===== config.mk =====
export PLATFORM = sky130hd
export DESIGN_NAME = csr_file
export DESIGN_NICKNAME = d
export VERILOG_FILES = /design/src/common/exu_pkg.sv /design/src/csr/csr_file.sv
export VERILOG_INCLUDE_DIRS = /design/src /design/src/common
export SDC_FILE = /design/constraint.sdc
export NUM_CORES = 1
export LEC_CHECK = 0
export BUFFER_PORTS_ARGS = -buffer_cell sky130_fd_sc_hd__buf_2
export CAP_MARGIN = 20
export CORE_MARGIN = 1
export CORE_UTILIZATION = 40
export DETAILED_ROUTE_END_ITERATION = 12
export PLACE_DENSITY = 0.66
export SYNTH_ARGS = -nofsm -noshare
export SYNTH_HDL_FRONTEND = slang
export SYNTH_SLANG_ARGS = --single-unit

===== constraint.sdc =====
create_clock -name clk -period 7 [get_ports clk]
set_input_delay 1.05 -clock clk [delete_from_list [all_inputs] [get_ports clk]]
set_output_delay 1.05 -clock clk [all_outputs]
set_load 0.1 [all_outputs]

===== src/common/exu_macros.svh =====
`ifndef EXU_MACROS_SVH
`define EXU_MACROS_SVH

// datapath and pc width
`define XLEN 64
`define REG_AW 5
// csr address sits in the low bits of imm
`define CSR_AW 12

// machine csr addresses
`define CSR_MTVEC 12'h305
`define CSR_MEPC 12'h341
`define CSR_MCAUSE 12'h342
`define CSR_MSTATUS 12'h300

// mpp = machine, sxl/uxl = 64
`define MSTATUS_RESET 64'h0000_000a_0000_1800
`define CAUSE_ECALL_M 64'h0000_0000_0000_000b

`define INST_BYTES 4
`define SHAMT_W 6

`endif

===== src/common/exu_pkg.sv =====
`include "exu_macros.svh"

package exu_pkg;

    // decoded instruction, reg-imm forms use the use_imm flag
    typedef enum logic [4:0] {
        OP_NOP,
        OP_ADD, OP_SUB, OP_SLL, OP_SRL, OP_SRA,
        OP_SLT, OP_SLTU, OP_XOR, OP_OR, OP_AND,
        OP_LUI, OP_AUIPC, OP_JAL, OP_JALR,
        OP_BEQ, OP_BNE, OP_BLT, OP_BGE, OP_BLTU, OP_BGEU,
        OP_CSRRW, OP_CSRRS,
        OP_ECALL, OP_MRET, OP_EBREAK
    } op_e;

    typedef enum logic [3:0] {
        ALU_ADD, ALU_SUB, ALU_SLL, ALU_SRL, ALU_SRA,
        ALU_SLT, ALU_SLTU, ALU_XOR, ALU_OR, ALU_AND
    } alu_mode_e;

    typedef enum logic {OPA_RS1, OPA_PC} opa_sel_e;

    typedef enum logic [1:0] {OPB_RS2, OPB_IMM, OPB_CSR} opb_sel_e;

    typedef enum logic [1:0] {WB_ALU, WB_IMM, WB_PC4, WB_CSR} wb_sel_e;

    // branch forms test the alu result against zero
    typedef enum logic [2:0] {
        NPC_SEQ, NPC_JUMP, NPC_JALR, NPC_BR_ZERO, NPC_BR_NONZERO, NPC_TRAP, NPC_RET
    } npc_sel_e;

    typedef enum logic [1:0] {CSR_NONE, CSR_WRITE, CSR_SET, CSR_ECALL} csr_cmd_e;

    typedef struct packed {
        op_e                op;
        logic [`REG_AW-1:0] rd;
        logic [`REG_AW-1:0] rs1;
        logic [`REG_AW-1:0] rs2;
        logic               use_imm;
        logic [`XLEN-1:0]   imm;
        logic [`XLEN-1:0]   pc;
    } exu_req_t;

    typedef struct packed {
        alu_mode_e alu_mode;
        opa_sel_e  opa_sel;
        opb_sel_e  opb_sel;
        wb_sel_e   wb_sel;
        logic      rf_wen;
        npc_sel_e  npc_sel;
        csr_cmd_e  csr_cmd;
        logic      halt;
    } exu_ctrl_t;

    // one retired instruction per valid cycle
    typedef struct packed {
        logic               valid;
        logic [`XLEN-1:0]   pc;
        logic [`XLEN-1:0]   dnpc;
        logic               rf_wen;
        logic [`REG_AW-1:0] rd;
        logic [`XLEN-1:0]   wdata;
        logic               halt;
        logic               halt_bad;
    } commit_t;

endpackage


===== src/csr/csr_file.sv =====
`timescale 1ns/1ps
`include "exu_macros.svh"

module csr_file (
    input  logic                clk,
    input  logic                rst,
    input  exu_pkg::csr_cmd_e   cmd,
    input  logic [`CSR_AW-1:0]  addr,
    input  logic [`XLEN-1:0]    pc,
    input  logic [`XLEN-1:0]    rs1_val,
    input  logic [`XLEN-1:0]    alu_res,
    output logic [`XLEN-1:0]    rdata,
    output logic [`XLEN-1:0]    mtvec,
    output logic [`XLEN-1:0]    mepc
);

    logic [`XLEN-1:0] mtvec_q;
    logic [`XLEN-1:0] mepc_q;
    logic [`XLEN-1:0] mcause_q;
    logic [`XLEN-1:0] mstatus_q;
    logic [`XLEN-1:0] wval;

    // csrrs value already merged by the alu
    assign wval = (cmd == exu_pkg::CSR_SET) ? alu_res : rs1_val;

    always_ff @(posedge clk) begin
        if (rst) begin
            mtvec_q   <= '0;
            mepc_q    <= '0;
            mcause_q  <= '0;
            mstatus_q <= `MSTATUS_RESET;
        end else begin
            case (cmd)
                exu_pkg::CSR_WRITE, exu_pkg::CSR_SET: begin
                    // unknown addresses drop the write
                    case (addr)
                        `CSR_MTVEC:   mtvec_q   <= wval;
                        `CSR_MEPC:    mepc_q    <= wval;
                        `CSR_MCAUSE:  mcause_q  <= wval;
                        `CSR_MSTATUS: mstatus_q <= wval;
                        default: ;
                    endcase
                end
                // trap entry, save pc and cause
                exu_pkg::CSR_ECALL: begin
                    mepc_q   <= pc;
                    mcause_q <= `CAUSE_ECALL_M;
                end
                default: ;
            endcase
        end
    end

    always_comb begin
        case (addr)
            `CSR_MTVEC:   rdata = mtvec_q;
            `CSR_MEPC:    rdata = mepc_q;
            `CSR_MCAUSE:  rdata = mcause_q;
            `CSR_MSTATUS: rdata = mstatus_q;
            default:      rdata = '0;
        endcase
    end

    // trap and return targets for the retire unit
    assign mtvec = mtvec_q;
    assign mepc  = mepc_q;

endmodule


* Word level (Yosys, flattened, before mapping)
Index checks and enable logic that the tools add are counted.
** Storage, ports and cells
- Output and inout port bits :: 192
- Bits of input ports :: 208
- Flip-flop bits (word level) :: 256
** Operators by class
- Mux-type cells :: 6
- Equal/unequal tests :: 9
- Reductions and logical operators :: 6
** Operator list (count)
- 64-bit one-hot mux with 2 select lines :: 2
- 64-bit one-hot mux with 4 select lines :: 1
- 64-bit 2-to-1 mux :: 3
- 12-bit by 10-bit equality test with 1-bit output (second input constant) :: 4
- 2-bit AND reduction :: 4
- 2-bit equality test (second input constant) :: 2
- 2-bit inequality test (second input constant) :: 2
- 2-bit by 1-bit equality test with 1-bit output (second input constant) :: 1
- 2-bit nonzero test :: 1
- 2-bit OR reduction :: 1

* Depth between registers and ports, before layout
Gate-level depths: netlist of the first run.
- Depth after elaboration :: 4
- Depth in mapped cells :: 8
- Gate-level depth less buffers :: 6

* Least setup slack after synthesis of the first run
Ideal clock, no wire load.
- Path type :: in2out
- From :: input port addr[5]
- To :: output port rdata[15]
- Path slack :: 1401 ps
- Arrival time :: 4549 ps
- Path buffers :: 3
- Cell stages on the path :: 6
- Path through :: or4b_1 buf_6 or3_1 buf_2 clkbuf_1 o21ai_0
** On the way
- Cells in the longest elaborated chain, start to end :: 2
- Elaborated cells between the ends (all ways) :: 5
- Classes of those cells :: 4 x eq/ne; 1 x mux
** Ends and longest elaborated chain
- from (decl) :: line csr_file.sv:8 : input logic [`CSR_AW-1:0] addr,
- 12-bit by 10-bit equality test with 1-bit output :: line csr_file.sv:55 : case (addr)
- 64-bit one-hot mux with 4 select lines (*) :: line csr_file.sv:55
- to (decl) :: line csr_file.sv:12 : output logic [`XLEN-1:0] rdata,
Every way passes the cells marked *; elsewhere a longest branch is shown, timed or not.

* Final worst setup path of the first run
- From :: input port addr[5]
- To :: output port rdata[63]
Same word-level chain as after synthesis.

==> results of run 1 <==
logic make-up (layout without fill, tap and decap cells):
logic type,after synthesis,after routing,synth area share
compound gates,532,532,0.340
simple gates,265,265,0.0927
flops,256,256,0.428
buf+inv,219,534,0.0833
mux,64,64,0.0535
fa+ha+maj,2,2,0.00209
other cells,0,4,0
state kept, by name, summed over array words and instances (netlist names):
register   cells
mepc          64
mtvec         64
mstatus_q     64
mcause_q      64
worst paths after layout:
| path | from | end | slack (ps) | cells past startpoint |
|---|---|---|---|---|
| max | addr[5] | rdata[63] | 2010 | 7 |
| min | mcause_q[45] | mcause_q[45] | 460 | 1 |
| max reg2reg | mepc[21] | mepc[21] | 6090 | 2 |
| min reg2reg | mcause_q[45] | mcause_q[45] | 460 | 1 |
final cells by class:
cell class	instances	area [µm²]
clock buffer	41	831
multi-input combinational	863	5900
antenna	4	10.0
timing repair buffer	418	2150
clock inverter	8	90.1
tap	384	480
inverter	67	251
sequential	256	5120
fill	2820	14300
layout by cell type (no fill, tap or decap), drive strengths merged, types with 7 or more instances in the layout:
master,netlist,final
a22oi,82,82
o2bb2ai,61,61
o41ai,65,65
inv,67,67
buf,75,418
nor2,174,174
dfxtp,256,256
mux2i,64,64
a221o,45,45
a211oi,127,127
nand2,66,66
o211ai,64,64
nor3,7,7
o21ai,83,83
clkbuf,77,41
metal layers:
metal / vias up / wire [µm] / GRT usage
li1: 5676 / - / -
met1: 5523 / 18100 / 0.343
met2: 422 / 18900 / 0.410
met3: 55 / 2370 / 0.0400
met4: 0 / 979 / 0.0815
met5: - / 0 / 0
critical path, delay by kind of cell:
kind,cells,cell delay (ps)
simple gates,3,1780
buf+inv,3,900
compound gates,1,130
power groups by stage:
stage | combinational (W) | sequential, W | clock [W]
6_report | 0.000398 | 0.00149 | 0.00147
5_1_grt | 0.000427 | 0.00149 | 0.00156
4_1_cts | 0.000399 | 0.00149 | 0.00150
3_5_place_dp | 0.000399 | 0.00152 | 0
3_3_place_gp | 0.000394 | 0.00152 | 0
2_1_floorplan | 0.000152 | 0.00163 | 0
through the flow:
stage,std cells,total power (W)
3_5_place_dp,1988,0.00192
3_3_place_gp,1988,0.00192
2_1_floorplan,1338,0.00179
5_1_grt,2040,0.00348
6_report,2041,0.00336
4_1_cts,2037,0.00339
==> run metrics, run 1 <==
launching element type of the critical path primary input; number of iterations in the first detailed-routing pass 5; max-slew headroom at the worst pin 0.324; sink count of the clock tree 256; CP Max Fanout 39; arrival time reported for the critical path endpoint 3940 ps; ratio of final minimum period to clock period 0.714; fraction of final layout cells with drive strength greater than 1 0.290; I/O Pins 400; synth warn 0; Cell Area, Placed 13900 µm²; residual overflow from global routing 0; Tot GR Track Use 0.253; H-tree Lvls 1; Yosys cell types 36; per-cell via count in the routed design 5.72; area fraction of the dominant cell type after synthesis 0.428; peak supply drop 0.165 mV; combinational power share 0.119; final number of hold-violating endpoints 0; setup repair bufs after CTS 0; Die Area 30600 µm²; clock-pin transition on the worst setup and hold timing paths 60 ps; most frequent cells after synthesis 256 x dfxtp_1, 174 x nor2_1, 127 x a211oi_1; most frequent CP cell buf_2; number of antenna violations at the first check in global routing 4; cell area after synthesis 12000 µm²; first-pass GRT wire length 62200 µm; post-layout net count 1844; die width 175 µm; area of the core 29100 µm²; clock tree from TritonCTS done; largest clock skew in the final design 0 ps; number of nets produced by synthesis 1548; RSZ-0062 raised after global routing false; cell area after layout 14800 µm²; CTS root buf clkbuf_16; largest net degree at the start of global routing 77; FP Rows 62; Lkg Pwr 5.70 nW; clock network fraction of design power 0.438; cell with the most instances after synthesis dfxtp_1; flip-flop cell with the highest count after synthesis dfxtp_1; sequential cell area fraction in the yosys report 0.428; net switching power 0.000892 W; worst min-delay path category register to register; number of buffers between clock root and the deepest sink 3; hold bufs inserted after CTS 0; number of max-slew violations in the final report 0; critical setup path kind primary input to primary output; Crit. End Element primary output; critical-path cell list buf_2 > or4b_1 > or3_2 > buf_4 > nor2_1 > a221o_1 > buf_2; Area Growth Syn to Fin 24.0%; total half-perimeter wirelength after legalization and detailed placement 26000 µm; DRC errors left 0; source-to-sink clock delay at the later pin of the worst-skew pair 530 ps; Post-synth ARST share 0; number of instances resized during post-cts repair 0; wire length reported by the detailed router 40300 µm; Max-cap violations 0; Final TNS setup 0 ps; worst endpoint required time 5950 ps; Final ANT Viol Nets 0; switching power share of the total 0.265; slew at the pin closest to its max-slew limit 1010 ps; Achievable Freq 200 MHz; Layout Utilization 0.510; setup violation total in the final timing report 0; hold slack final 462 ps; last weighted congestion value of the routability-driven placer 0.813; cts bufs inserted 28; Final Worst Setup Slack 2010 ps; Synth Area per Inst 8.94 µm²; via total after detailed routing 11676; Starting DRT DRC Count 890; EDFF count, synth 0; Die Y 175 µm; Reg power frac 0.443; leading area contributor after synthesis dfxtp_1; worst slack at placement 2040 ps; WL per Instance 19.7 µm; status finished, final reports clean; post-synthesis register bit count 256; leading cell types by total area after synthesis dfxtp_1 43%, a211oi_1 8.0%, nor2_1 5.5%, mux2i_1 5.4%, a22oi_1 5.1%; starting utilization of the core area 0.411; vias in the first global route 10867; highest-delay cell along the critical path or3_2; Port Buffer Count 399; Int Pwr 0.00247 W; CP peak stage delay 830 ps; power per unit of standard cell area 226 nW/µm²; post-layout min period 4990 ps; number of instances in the synthesized netlist 1338
No activity file was read; power rests on OpenSTA's default activity.
==> run 2, diff against run 1 <==
- clock period: 7 -> 4.8 ns (I/O delays scaled with it)
==> run 2 against run 1 <==
  * Cell count rose by 0.59%
  * Routed wire length rose by 2.4%
  * Non-clock buffer count rose by 8
  * Final area rose by 0.55%
  * Flip-flop and latch count did not move
  * Sequential share of layout area fell by 0.19 points
  * First-iteration DRC count rose by 18%
  * Via count rose by 2.0%
==> run metrics, run 2 (synthesis results as in run 1) <==
endpoint of the most critical setup path rdata[60] (was rdata[63]); post-layout net count 1852 (was 1844); most common cell after layout, fill and taps aside buf_2 (unchanged); WL per Instance 20.1 µm (was 19.7 µm); Lkg Pwr 5.74 nW (was 5.70 nW); wire length reported by the detailed router 41200 µm (was 40300 µm); I/O Pins 400 (unchanged); status finished, final reports clean (unchanged); setup violation total in the final timing report 0 (unchanged); family with the most delay on the worst path simple AND/OR/NAND/NOR gates (unchanged); Die Area 30600 µm² (unchanged); hold slack final 463 ps (was 462 ps); Cell Area, Placed 14000 µm² (was 13900 µm²); number of antenna violations at the first check in global routing 6 (was 4); Final ANT Viol Nets 0 (unchanged); sink count of the clock tree 256 (unchanged); commonest cells after routing, fill and taps aside 398 x buf_2, 256 x dfxtp_1, 173 x nor2_1, 127 x a211oi_1, 82 x a22oi_1 (unchanged); first-pass GRT wire length 63400 µm (was 62200 µm); final number of hold-violating endpoints 0 (unchanged); combinational power share 0.120 (was 0.119); Port Buffer Count 399 (unchanged); FP Rows 62 (unchanged); post-layout min period 4240 ps; H-tree Lvls 1 (unchanged); cts bufs inserted 28 (unchanged); Reg-to-Reg End mepc[17] (was mepc[21]); residual overflow from global routing 0 (unchanged); critical setup path kind primary input to primary output (unchanged); launching element type of the critical path primary input (unchanged); power per unit of standard cell area 327 nW/µm² (was 226 nW/µm²); fraction of final layout cells with drive strength greater than 1 0.293 (was 0.290); largest clock skew in the final design 0 ps (unchanged); DRC errors left 0 (unchanged); Power Total 0.00487 W (was 0.00336 W); Die Y 175 µm (unchanged); RR Startpoint mepc[17] (was mepc[21]); switching power share of the total 0.268 (was 0.265); arrival time reported for the critical path endpoint 3520 ps (was 3940 ps); Int Pwr 0.00357 W (was 0.00247 W); CP peak stage delay 840 ps (was 830 ps); clock tree from TritonCTS done (unchanged); per-cell via count in the routed design 5.80 (was 5.72); source-to-sink clock delay at the later pin of the worst-skew pair 540 ps (was 530 ps); via total after detailed routing 11905 (was 11676); number of max-slew violations in the final report 0 (unchanged); die width 175 µm (unchanged); ratio of final minimum period to clock period 0.883; Area Growth Syn to Fin 24.7% (was 24.0%); cell area after layout 14900 µm² (was 14800 µm²); critical-path cell list buf_2 > or4b_1 > buf_4 > or3_2 > buf_4 > nor2_1 > a221o_1 > buf_2 (was buf_2 > or4b_1 > or3_2 > buf_4 > nor2_1 > a221o_1 > buf_2); worst endpoint required time 4080 ps (was 5950 ps); number of cells traversed by the worst register-to-register path 2 (unchanged); largest net degree at the start of global routing 107 (was 77); CP Max Fanout 32 (was 39); slew at the pin closest to its max-slew limit 1070 ps (was 1010 ps); CTS root buf clkbuf_16 (unchanged); buffers and inverters on the worst path 4 (was 3); area of the core 29100 µm² (unchanged); Tot GR Track Use 0.259 (was 0.253); net switching power 0.00130 W (was 0.000892 W); number of iterations in the first detailed-routing pass 5 (unchanged); Max-cap violations 0 (unchanged); Achievable Freq 236 MHz; starting utilization of the core area 0.411 (unchanged); number of buffers between clock root and the deepest sink 3 (unchanged); setup repair bufs after CTS 0 (unchanged); total half-perimeter wirelength after legalization and detailed placement 26500 µm (was 26000 µm); clock-pin transition on the worst setup and hold timing paths 60 ps (about the same); Setup crit start addr[5] (unchanged); setup slack, reg-to-reg 3890 ps (was 6090 ps); last weighted congestion value of the routability-driven placer 0.839 (was 0.813); Layout Utilization 0.513 (was 0.510); Crit. End Element primary output (unchanged); hold bufs inserted after CTS 0 (unchanged); Reg power frac 0.445 (was 0.443); number of instances resized during post-cts repair 0 (unchanged); peak supply drop 0.218 mV (was 0.165 mV); Starting DRT DRC Count 1048 (was 890); vias in the first global route 11102 (was 10867); Crit. path cell count 8 (was 7); RSZ-0062 raised after global routing false (unchanged); clock network fraction of design power 0.435 (was 0.438); worst min-delay path category register to register (unchanged); highest-delay cell along the critical path or3_2 (unchanged); max-slew headroom at the worst pin 0.278 (was 0.324)
[run 2: worst min path at each step]
stage | startpoint | end | slack [ps] | cells past startpoint
floorplan | mcause_q[15] | mcause_q[15] | 430 | 1
global placement | mcause_q[38] | mcause_q[38] | 440 | 1
detailed placement | mcause_q[33] | mcause_q[33] | 450 | 1
CTS | mcause_q[28] | mcause_q[28] | 470 | 1
global route | mcause_q[20] | mcause_q[20] | 480 | 1
finish | mcause_q[16] | mcause_q[16] | 460 | 1
[run 2: through the flow]
stage | std cells | setup WS [ps] | setup TNS [ps]
floorplan | 1338 | -139 | -836
global placement | 1996 | 626 | 0
detailed placement | 1996 | 545 | 0
CTS | 2047 | 532 | 0
global route | 2052 | 474 | 0
finish | 2053 | 560 | 0
[run 2: power by group through the flow]
| stage | logic, W | registers [W] | clock network, W |
|---|---|---|---|
| CTS | 0.000585 | 0.00217 | 0.00216 |
| detailed placement | 0.000583 | 0.00222 | 0 |
| global placement | 0.000577 | 0.00222 | 0 |
| floorplan | 0.000222 | 0.00238 | 0 |
| global route | 0.000625 | 0.00217 | 0.00224 |
| finish | 0.000584 | 0.00217 | 0.00212 |
[run 2: area by class of cell]
cell class                 count  area [µm²]
fill                        2819       14200
inverter                      67         251
antenna                        6        15.0
clock inverter                 7        60.1
multi-input combinational    863        5900
clock buffer                  44         852
tap                          384         480
sequential                   256        5120
timing repair buffer         426        2230
[run 2: routing by layer]
layer | vias to the layer above | wire length, µm | GRT usage
met5 | - | 0 | 0
met4 | 0 | 1300 | 0.0917
met3 | 67 | 2900 | 0.0387
met2 | 517 | 19300 | 0.425
met1 | 5629 | 17800 | 0.344
li1 | 5692 | - | -
