[config.mk]
export PLATFORM = sky130hd
export DESIGN_NAME = retire_unit
export DESIGN_NICKNAME = d
export VERILOG_FILES = /design/src/common/exu_pkg.sv /design/src/retire_unit.sv
export VERILOG_INCLUDE_DIRS = /design/src /design/src/common
export SDC_FILE = /design/constraint.sdc
export NUM_CORES = 1
export LEC_CHECK = 0
export BUFFER_PORTS_ARGS = -buffer_cell sky130_fd_sc_hd__buf_4
export CORE_AREA = 2 2 292 294
export DETAILED_ROUTE_END_ITERATION = 10
export DIE_AREA = 0 0 294 296
export PLACE_DENSITY = 0.3
export SLEW_MARGIN = 25
export SYNTH_ARGS = -nofsm -noshare
export SYNTH_HDL_FRONTEND = slang
export SYNTH_SLANG_ARGS = --single-unit
[constraint.sdc]
create_clock -name vclk -period 4.2
set_clock_uncertainty 0.05 [all_clocks]
set_input_delay 0.63 -clock vclk [all_inputs]
set_output_delay 0.63 -clock vclk [all_outputs]
set_load 0.01 [all_outputs]
[src/common/exu_macros.svh]
`ifndef EXU_MACROS_SVH
`define EXU_MACROS_SVH

// datapath and pc width
`define XLEN 64
`define REG_AW 5
// csr address sits in the low bits of imm
`define CSR_AW 12

// machine csr addresses
`define CSR_MTVEC 12'h305
`define CSR_MEPC 12'h341
`define CSR_MCAUSE 12'h342
`define CSR_MSTATUS 12'h300

// mpp = machine, sxl/uxl = 64
`define MSTATUS_RESET 64'h0000_000a_0000_1800
`define CAUSE_ECALL_M 64'h0000_0000_0000_000b

`define INST_BYTES 4
`define SHAMT_W 6

`endif
[src/common/exu_pkg.sv]
`include "exu_macros.svh"

package exu_pkg;

    // decoded instruction, reg-imm forms use the use_imm flag
    typedef enum logic [4:0] {
        OP_NOP,
        OP_ADD, OP_SUB, OP_SLL, OP_SRL, OP_SRA,
        OP_SLT, OP_SLTU, OP_XOR, OP_OR, OP_AND,
        OP_LUI, OP_AUIPC, OP_JAL, OP_JALR,
        OP_BEQ, OP_BNE, OP_BLT, OP_BGE, OP_BLTU, OP_BGEU,
        OP_CSRRW, OP_CSRRS,
        OP_ECALL, OP_MRET, OP_EBREAK
    } op_e;

    typedef enum logic [3:0] {
        ALU_ADD, ALU_SUB, ALU_SLL, ALU_SRL, ALU_SRA,
        ALU_SLT, ALU_SLTU, ALU_XOR, ALU_OR, ALU_AND
    } alu_mode_e;

    typedef enum logic {OPA_RS1, OPA_PC} opa_sel_e;

    typedef enum logic [1:0] {OPB_RS2, OPB_IMM, OPB_CSR} opb_sel_e;

    typedef enum logic [1:0] {WB_ALU, WB_IMM, WB_PC4, WB_CSR} wb_sel_e;

    // branch forms test the alu result against zero
    typedef enum logic [2:0] {
        NPC_SEQ, NPC_JUMP, NPC_JALR, NPC_BR_ZERO, NPC_BR_NONZERO, NPC_TRAP, NPC_RET
    } npc_sel_e;

    typedef enum logic [1:0] {CSR_NONE, CSR_WRITE, CSR_SET, CSR_ECALL} csr_cmd_e;

    typedef struct packed {
        op_e                op;
        logic [`REG_AW-1:0] rd;
        logic [`REG_AW-1:0] rs1;
        logic [`REG_AW-1:0] rs2;
        logic               use_imm;
        logic [`XLEN-1:0]   imm;
        logic [`XLEN-1:0]   pc;
    } exu_req_t;

    typedef struct packed {
        alu_mode_e alu_mode;
        opa_sel_e  opa_sel;
        opb_sel_e  opb_sel;
        wb_sel_e   wb_sel;
        logic      rf_wen;
        npc_sel_e  npc_sel;
        csr_cmd_e  csr_cmd;
        logic      halt;
    } exu_ctrl_t;

    // one retired instruction per valid cycle
    typedef struct packed {
        logic               valid;
        logic [`XLEN-1:0]   pc;
        logic [`XLEN-1:0]   dnpc;
        logic               rf_wen;
        logic [`REG_AW-1:0] rd;
        logic [`XLEN-1:0]   wdata;
        logic               halt;
        logic               halt_bad;
    } commit_t;

endpackage

[src/retire_unit.sv]
`timescale 1ns/1ps
`include "exu_macros.svh"

module retire_unit (
    input  exu_pkg::exu_req_t  req,
    input  exu_pkg::exu_ctrl_t ctrl,
    input  logic [`XLEN-1:0]   alu_res,
    input  logic [`XLEN-1:0]   csr_rdata,
    input  logic [`XLEN-1:0]   mtvec,
    input  logic [`XLEN-1:0]   mepc,
    input  logic [`XLEN-1:0]   a0_val,
    output logic               rf_wen,
    output logic [`XLEN-1:0]   wdata,
    output exu_pkg::commit_t   commit
);

    logic [`XLEN-1:0] snpc;
    logic [`XLEN-1:0] br_target;
    logic [`XLEN-1:0] dnpc;

    assign snpc      = req.pc + `XLEN'(`INST_BYTES);
    assign br_target = req.pc + req.imm;

    // register writeback source
    always_comb begin
        case (ctrl.wb_sel)
            exu_pkg::WB_IMM: wdata = req.imm;
            exu_pkg::WB_PC4: wdata = snpc;
            exu_pkg::WB_CSR: wdata = csr_rdata;
            default:         wdata = alu_res;
        endcase
    end

    // next pc, branches test the alu result against zero
    always_comb begin
        case (ctrl.npc_sel)
            exu_pkg::NPC_JUMP:       dnpc = alu_res;
            exu_pkg::NPC_JALR:       dnpc = {alu_res[`XLEN-1:1], 1'b0};
            exu_pkg::NPC_BR_ZERO:    dnpc = (alu_res == '0) ? br_target : snpc;
            exu_pkg::NPC_BR_NONZERO: dnpc = (alu_res != '0) ? br_target : snpc;
            exu_pkg::NPC_TRAP:       dnpc = mtvec;
            exu_pkg::NPC_RET:        dnpc = mepc;
            default:                 dnpc = snpc;
        endcase
    end

    assign rf_wen = ctrl.rf_wen;

    always_comb begin
        commit.valid    = (req.op != exu_pkg::OP_NOP);
        commit.pc       = req.pc;
        commit.dnpc     = dnpc;
        commit.rf_wen   = ctrl.rf_wen;
        commit.rd       = req.rd;
        commit.wdata    = wdata;
        commit.halt     = ctrl.halt;
        // nonzero a0 at ebreak means the program failed
        commit.halt_bad = ctrl.halt && (a0_val != '0);
    end

endmodule

* Word level (Yosys, flattened, before mapping)
Cells that the tools add are included.
** Operators by class
- Add/sub/neg operators :: 2
- Multiplexer cells :: 4
- Eq/ne operators :: 9
- Reductions and logical operators :: 5
** Operators by type and width (count)
- $pmux W64 S6 :: 1
- $pmux W64 S3 :: 1
- $mux W64 :: 2
- $reduce_bool A64 Y1 :: 2
- $add A64 B3 Y64 const B :: 1
- $add A64 B64 Y64 :: 1
- $logic_not A64 Y1 :: 1
- $eq A3 B3 Y1 const B :: 3
- $eq A3 B2 Y1 const B :: 2
- $reduce_bool A5 Y1 :: 1
- $eq A2 B2 Y1 const B :: 2
- $eq A3 B1 Y1 const B :: 1
- $eq A2 B1 Y1 const B :: 1
- $logic_and A1 B1 Y1 :: 1
** Storage, ports and cells
- Flip-flop bits (word level) :: 0
- Word-level logic and storage cells :: 20
- Input port bits :: 485

* Depth between registers and ports, before layout
Gate-level depths: netlist of run 1.
- Depth after elaboration :: 3
- Depth in mapped cells :: 13
- Gate-level depth less buffers :: 13

* Least setup slack after synthesis of run 1
OpenSTA, ideal clock, no wires.
- Path kind :: input port to output port
- Start :: input port req[20] (netlist name)
- End :: output port commit[133] (netlist name)
- Slack :: 425 ps
- Path buffers :: 1
- Arrival :: 3095 ps
- Stages :: 12
- Path through :: ha_1 clkbuf_1 a21oi_1 o21ai_1 a22oi_1 nor2_1 a21oi_1 o41ai_2 a21bo_2 a221oi_1 mux2_2 a211oi_2
** RTL lines
- start, declared :: RTL line retire_unit.sv:5 : input exu_pkg::exu_req_t req,
- end, declared :: RTL line retire_unit.sv:14 : output exu_pkg::commit_t commit

==> results of run 1 <==
cells by family after synthesis:
| logic type | Yosys count |
|---|---|
| AOI/OAI and AO/OA | 458 |
| xor gates and xnor gates | 122 |
| adders and majority gates | 65 |
| buffers and inverters | 258 |
| muxes | 67 |
| and+or+nand+nor | 383 |
cell usage in the layout (no fill, tap or decap), types with 49 or more instances in the layout:
cell     synthesis  final
nand2_1        121    112
buf_6            1     63
xnor2_1         73     62
a22o_1          49     49
nor2_1          66     59
buf_4          137    979
mux4_2          64     64
o21ai_0        102     85
a21oi_1         97     74
power groups by stage:
stage | Clock, uW | Sequential, uW | Combinational, uW
floorplan | 0 | 0 | 1200
finish | 0.0000233 | 0 | 2950
global placement | 0 | 0 | 2710
CTS | 0 | 0 | 2870
detailed placement | 0 | 0 | 2710
global route | 0 | 0 | 3150
through the flow:
stage	util [%]	total power (uW)
2_1_floorplan	-	1199
3_5_place_dp	21.26	2709
4_1_cts	22.41	2866
3_3_place_gp	21.25	2714
5_1_grt	23.44	3152
6_report	23.45	2952
worst max-delay path, cell delays in order:
cell and delay, ns:
buf_4 0.14, ha_4 0.24, buf_4 0.14, nand2_2 0.10, buf_4 0.12, o21ai_1 0.09, or4_4 0.57, a21oi_2 0.25
o211ai_1 0.23, buf_4 0.20, and3_1 0.14, a41oi_2 0.21, nand4_1 0.12, o22a_1 0.21, buf_4 0.15
cell type report:
class	count	area, sq um
inverter	31	116.4
tap	1090	1364
timing repair buffer	1060	8399
antenna	1	2.502
fill	9424	64470
multi-input combinational	1095	9862
worst max path at each step:
stage	start	cells past startpoint	to
2_1_floorplan	req[20]	12	commit[133]
3_3_place_gp	alu_res[11]	15	commit[119]
3_5_place_dp	req[15]	15	commit[130]
4_1_cts	req[10]	13	commit[133]
5_1_grt	req[1]	16	commit[135]
6_report	req[21]	15	commit[123]
repair_timing:
action | CTS | global route
buffers inserted | 14 | 26
endpoints found under the setup margin | 96 | 58
gates cloned | 0 | 1
gates resized for setup | 154 | 141
pin swaps | 78 | 73
routing by layer:
layer / vias to the layer above / part of all wire [%]
met5: - / 0.014
met4: 2 / 1.4
met3: 43 / 5.5
met2: 628 / 51
met1: 7386 / 42
li1: 6815 / -
==> results.cfg, run 1 <==
[timing]
fin_crit_ns = 4.249
setup_tns_ns = -0.04928
timing.final.ws_setup_ns = -0.04928
rsz0062_at_grt = true
hold_violations = 0
worstMarginPinSlew_ns = 0.9128
period_share_pct = 101.2
setup_viol = 1
slew_headroom_pct = 38.93
slew_violations = 0
hold_ws_ns = 1.210
max_freq_ghz = 0.2353

[synthesis]
synth-compound-area-share_pct = 31.81
synth_top_family_by_area = compound AO/OA/AOI/OAI gates
synthTopCellsByCount = buf_4 (137), nand2_1 (121), o21ai_0 (102)
synth_xor_area_share_pct = 10.71
synth_warnings = 0
synthesis.area_sq_um = 10050
synth.most_common_cell = buf_4
synth_cell_types = 87
syn-num-nets = 1903
yosysSeqAreaShare_pct = 0
avgSynthCellArea_sq_um = 7.425
yosys.area.top_type = mux4_2
synth_top_area_share_pct = 14.35
ys_top_cells_by_area = mux4_2 (14%), buf_4 (10%), ha_1 (8.0%), xnor2_1 (6.4%), o21ai_0 (5.1%)
synth_fa_ha_area_share_pct = 8.170
synth.mux.area_fraction_pct = 14.66
synthCells = 1353
synth_simple_gate_area_share_pct = 19.68

[layout]
nets = 2738
seq_cells = 0
instances_no_fill = 3277
ff_latch_area_sq_um = 0
n_clock_buffer = 0
layout-drive-gt1-share_pct = 60.57
fin_area_sq_um = 19740
area_growth_pct = 96.54

[drt]
drt.antenna.violating_nets = 0
finalWirelength_mm = 89.69
via_per_inst = 4.539
first_pass_iters = 6
drt_iter0_markers = 770
vias = 14870
post_drt_wl_per_cell_um = 27.37
drc_errors = 0

[grt]
grt_pass1_vias = 15510
met1_usage_pct = 23.95
grt_max_degree = 43
groute.usage.overall_pct = 19.28
use_met2_pct = 36.28
overflow = 0
grt-busiest-layer = met2
grt_pass1_wl_mm = 120.2
grt_antenna_before_repair = 3
met3_usage_pct = 2.473

[status]
violations = setup timing
outcome = finished with violations

[placed_design]
dpl_cell_area_sq_um = 17900
dp_hpwl_mm = 78.79
dp_slack_ns = -0.6468
placed_cells_incl_taps = 3240
portBuffers = 718
gp_congestion = 0.8711

[critical_path]
critPathArrivalTime_ns = 3.57
endpoint_kind = output pin
critPathKind = in -> out
crit_required_ns = 3.52
cp-start-kind = primary input
cp_max_fo = 4

[hold_path]
hp-start = req[140]
min_path_cells = 0
min_path_type = in -> out
holdPathEnd = commit[67]

[die]
die_w_um = 294
start_util_pct = 11.93
dieArea_sq_um = 87020
core_area_sq_um = 84210
die_y_um = 296
io_pins = 751
std_cell_rows = 107

[power_and_ir_drop]
p_int_uw = 1457
power_density_nw_per_um2 = 149.5
clkPwrFrac_pct = 0
vdd.ir_drop.worst_v = 0.00004577
p_switching_uw = 1495
p_seq_share_pct = 0
p_leak_uw = 0.008678
p_sw_share_pct = 50.65
p_comb_share_pct = 100.0

[job]
maxCapViolations = 0

[clock_tree]
ctsHoldBuffers = 0
Note: power is estimated with default switching activity, not from simulation.
==> run 2: changes to the inputs <==
clock period = 4.8 ns   (was 4.2 ns; I/O delays follow)
==> run 2 against run 1 <==
The flow now finishes without violations. Power is 23% lower. Global-route usage is 0.51 points lower. Utilization is 3.1 points lower. Cell area is 13% lower. Critical path type unchanged. Largest power group unchanged.
==> results.cfg, run 2 (same netlist as run 1, synthesis figures left out) <==
[die]
die_y_um = 296
std_cell_rows = 107
dieArea_sq_um = 87020
core_area_sq_um = 84210
start_util_pct = 11.93
die_w_um = 294
io_pins = 751

[drt]
drt.antenna.violating_nets = 0
via_per_inst = 4.533
drt_iter0_markers = 861
vias = 14150
post_drt_wl_per_cell_um = 27.69
drc_errors = 0
finalWirelength_mm = 86.43
first_pass_iters = 6

[timing]
max_freq_ghz = 0.2153
slew_violations = 0
timing.final.ws_setup_ns = 0.1549
hold_violations = 0
period_share_pct = 96.77
hold_ws_ns = 1.390
setup_viol = 0
slew_headroom_pct = 42.59
worstMarginPinSlew_ns = 0.8580
fin_crit_ns = 4.645

[layout]
final_cell_mix = buf_4 (891), nand2_1 (120), o21ai_0 (98)
seq_cells = 0
area_growth_pct = 70.71
fillers = 9615
layout_commonest_cell = buf_4
ff_latch_area_sq_um = 0
layout-drive-gt1-share_pct = 51.18
n_clock_buffer = 0
nets = 2580

[critical_path]
cp-start-kind = primary input
cp_slowest_cell = ha_1
crit_required_ns = 4.03
critPathKind = in -> out
max_stage_delay_ns = 0.41
cp_max_fo = 7
endpoint_kind = output pin
crit_path_frequent_cell = buf_4
critPathArrivalTime_ns = 3.88
path_cells = buf_4, ha_1, a21oi_1, buf_4, o21ai_0, a221oi_2, o221ai_2, a221o_2, a31oi_4, o31a_4, xnor2_2, a21oi_1, o32ai_2, buf_4

[power_and_ir_drop]
p_leak_uw = 0.007590
p_sw_share_pct = 52.91
clkPwrFrac_pct = 0
power_density_nw_per_um2 = 131.9
p_comb_share_pct = 100.0
p_int_uw = 1065
vdd.ir_drop.worst_v = 0.00003703
p_switching_uw = 1197
p_seq_share_pct = 0

[job]
maxCapViolations = 0

[placed_design]
dp_slack_ns = -0.2359
gp_congestion = 0.8592
dp_hpwl_mm = 76.60
portBuffers = 718

[hold_path]
hp-start = req[140]
holdPathEnd = commit[67]
min_path_cells = 0
min_path_type = in -> out

[grt]
grt_pass1_vias = 14850
overflow = 0
grt_pass1_wl_mm = 117.0
groute.usage.overall_pct = 18.77
grt_antenna_before_repair = 7
grt_max_degree = 52

[status]
outcome = finished clean

[clock_tree]
ctsHoldBuffers = 0
==> run 2: changes by cell type in the layout (fill, tap and decap cells not counted), moves of 10 or more <==
cell / change
buf_4: -88
buf_6: -63
ha_1: +29
ha_4: -27
a21oi_1: +16
o21ai_0: +13
a21oi_2: -11
nand3_1: +11
xnor2_1: +10
==> run 2: worst max-delay path, delay by kind of cell <==
| kind | cells | cell delay [ns] |
|---|---|---|
| AOI/OAI and AO/OA | 9 | 2.12 |
| buffers and inverters | 3 | 0.48 |
| adders and majority gates | 1 | 0.41 |
| xor gates and xnor gates | 1 | 0.12 |
==> run 2: cell type report <==
type	count	area, sq um	share of cell area [%]
Multi-Input combinational cell	1095	8752	51.04
Timing Repair Buffer	902	6909	40.29
Tap cell	1090	1364	7.953
Inverter	31	116.4	0.6785
Antenna cell	3	7.507	0.04378
==> run 2: per-layer routing <==
layer | routed length (um) | vias up | track usage (%)
li1 | - | 6496 | -
met1 | 36810 | 6983 | 23.81
met2 | 43810 | 624 | 34.66
met3 | 4543 | 41 | 1.994
met4 | 1246 | 4 | 2.675
met5 | 22 | - | 0
==> run 2: how the worst max path moves through the flow <==
stage                       end  depth (start not counted)     from  slack, ns
global route        commit[124]                         13  req[33]    -0.0005
CTS                 commit[119]                         15  req[26]       0.02
finish              commit[124]                         14  req[33]       0.15
detailed placement  commit[130]                         15  req[15]      -0.24
floorplan           commit[133]                         12  req[20]       0.85
global placement    commit[130]                         15  req[15]      -0.25
==> run 2: power by group through the flow <==
| stage | Clock (uW) | Combinational [uW] | Sequential (uW) |
|---|---|---|---|
| after floorplan | 0 | 1050 | 0 |
| after global placement | 0 | 2260 | 0 |
| after detailed placement | 0 | 2260 | 0 |
| after CTS | 0 | 2280 | 0 |
| after global routing | 0.0000561 | 2430 | 0 |
| final | 0.0000790 | 2260 | 0 |
==> run 2: per-stage QoR <==
stage	utilization, %	std cells	TNS, ns	total power (uW)	instance area (sq um)
after global placement	20.13	3115	-1.553	2260	16950
after CTS	20.22	3116	0	2277	17030
after global routing	20.36	3120	-0.0005134	2426	17150
final	20.36	3121	0	2262	17150
after detailed placement	20.13	3115	-1.419	2257	16950
after floorplan	-	1353	0	1050	10050
==> run 2: what timing repair did <==
action / 4_1_cts / 5_1_grt
buffers inserted: 1 / 2
gates resized for setup: 16 / 22
pin swaps: 6 / 10
setup endpoints to repair: 10 / 23
==> run 3: changes to the inputs <==
BUFFER_PORTS_ARGS = unset   (was -buffer_cell sky130_fd_sc_hd__buf_4)
DONT_BUFFER_PORTS = 1   (was unset)
==> run 3 against run 2 <==
Fmax shrank 0.49%. Power is 33% lower. Non-clock buffer count down 701. Clock-buffer cell count unchanged. Flip-flop and latch count unchanged. Wire length fell by 6.8%. Via count is 17% lower. Critical endpoint unchanged. Largest power group unchanged.
==> results.cfg, run 3 (same netlist as run 1, synthesis figures left out) <==
[grt]
grt_pass1_wl_mm = 105.2
grt_max_degree = 95
grt_pass1_vias = 12020
grt_antenna_before_repair = 22
groute.usage.overall_pct = 17.39
overflow = 0

[clock_tree]
ctsHoldBuffers = 0

[drt]
drt.antenna.violating_nets = 0
drc_errors = 0
post_drt_wl_per_cell_um = 33.01
finalWirelength_mm = 80.58
drt_iter0_markers = 1053
via_per_inst = 4.816
vias = 11760
first_pass_iters = 6

[die]
start_util_pct = 11.93
io_pins = 751
std_cell_rows = 107
dieArea_sq_um = 87020
core_area_sq_um = 84210
die_w_um = 294
die_y_um = 296

[layout]
ff_latch_area_sq_um = 0
n_clock_buffer = 0
layout_commonest_cell = buf_4
nets = 1879
final_cell_mix = buf_4 (197), nand2_1 (121), o21ai_0 (98)
fin_area_sq_um = 11880
layout-drive-gt1-share_pct = 25.47
seq_cells = 0
area_growth_pct = 18.25

[critical_path]
cp-start-kind = primary input
critPathKind = in -> out
critPathArrivalTime_ns = 3.90
endpoint_kind = output pin
crit_required_ns = 4.03
cp_max_fo = 6

[timing]
timing.final.ws_setup_ns = 0.1321
max_freq_ghz = 0.2142
setup_tns_ns = 0
slew_violations = 0
slew_headroom_pct = 36.64
rsz0062_at_grt = false
worstMarginPinSlew_ns = 0.9481
setup_viol = 0
hold_ws_ns = 1.390
period_share_pct = 97.25
hold_violations = 0
fin_crit_ns = 4.668

[power_and_ir_drop]
vdd.ir_drop.worst_v = 0.00004072
power_density_nw_per_um2 = 128.4
p_leak_uw = 0.004223
power_uw = 1525

[hold_path]
min_path_type = in -> out

[placed_design]
portBuffers = 0
dp_slack_ns = -0.2402
dp_hpwl_mm = 70.31
gp_congestion = 0.8338
dpl_cell_area_sq_um = 11590

[job]
maxCapViolations = 0

[status]
outcome = finished clean
## run 3: layer usage
metal | global-route usage (%) | up-vias | part of all wire [%]
met5 | 0 | - | 0.076
met4 | 6.844 | 10 | 3.2
met3 | 3.987 | 93 | 7.9
met1 | 21.03 | 5803 | 40
li1 | - | 5117 | -
met2 | 29.73 | 732 | 48
## run 3: area by class of cell
cell class	instances	area (sq um)
Fill cell	9708	72330
Multi-Input combinational cell	1095	8780
Timing Repair Buffer	201	1559
Tap cell	1090	1364
Inverter	31	116.4
Antenna cell	24	60.06
## run 3: through the flow
| step | std cells | util [%] |
|---|---|---|
| detailed placement | 2413 | 13.76 |
| floorplan | 1353 | - |
| finish | 2441 | 14.11 |
| CTS | 2415 | 13.87 |
| global route | 2441 | 14.11 |
| global placement | 2413 | 13.76 |
## run 3: repair_timing
| action | in CTS | in global routing |
|---|---|---|
| setup endpoints to repair | 12 | 11 |
| buffers inserted | 2 | 2 |
| gates resized for setup | 17 | 25 |
| pin swaps | 3 | 10 |
| hold endpoints to repair | 0 | 0 |
## run 3: where the power goes
| part | total (uW) | internal [uW] | switching (uW) |
|---|---|---|---|
| clock | 0.000694 | 0.000693 | 0 |
| combinational | 1530 | 629 | 896 |
| sequential | 0 | 0 | 0 |
| total | 1530 | 629 | 896 |
## run 3: final timing paths
| check | startpoint | endpoint | slack [ns] | depth (start not counted) |
|---|---|---|---|---|
| worst min-delay path | req[140] | commit[67] | 1.39 | 0 |
| worst max-delay path | req[26] | commit[124] | 0.13 | 14 |
## run 3: critical path: stages
cell and delay (ns):
ha_1 0.31, buf_4 0.17, nand4_1 0.21, nor3_1 0.14
a222oi_1 0.42, nor2_1 0.09, or3_4 0.45, a31oi_2 0.36
o31a_4 0.19, xnor2_2 0.07, a211oi_1 0.31, o32ai_2 0.15
buf_4 0.15, buf_4 0.13
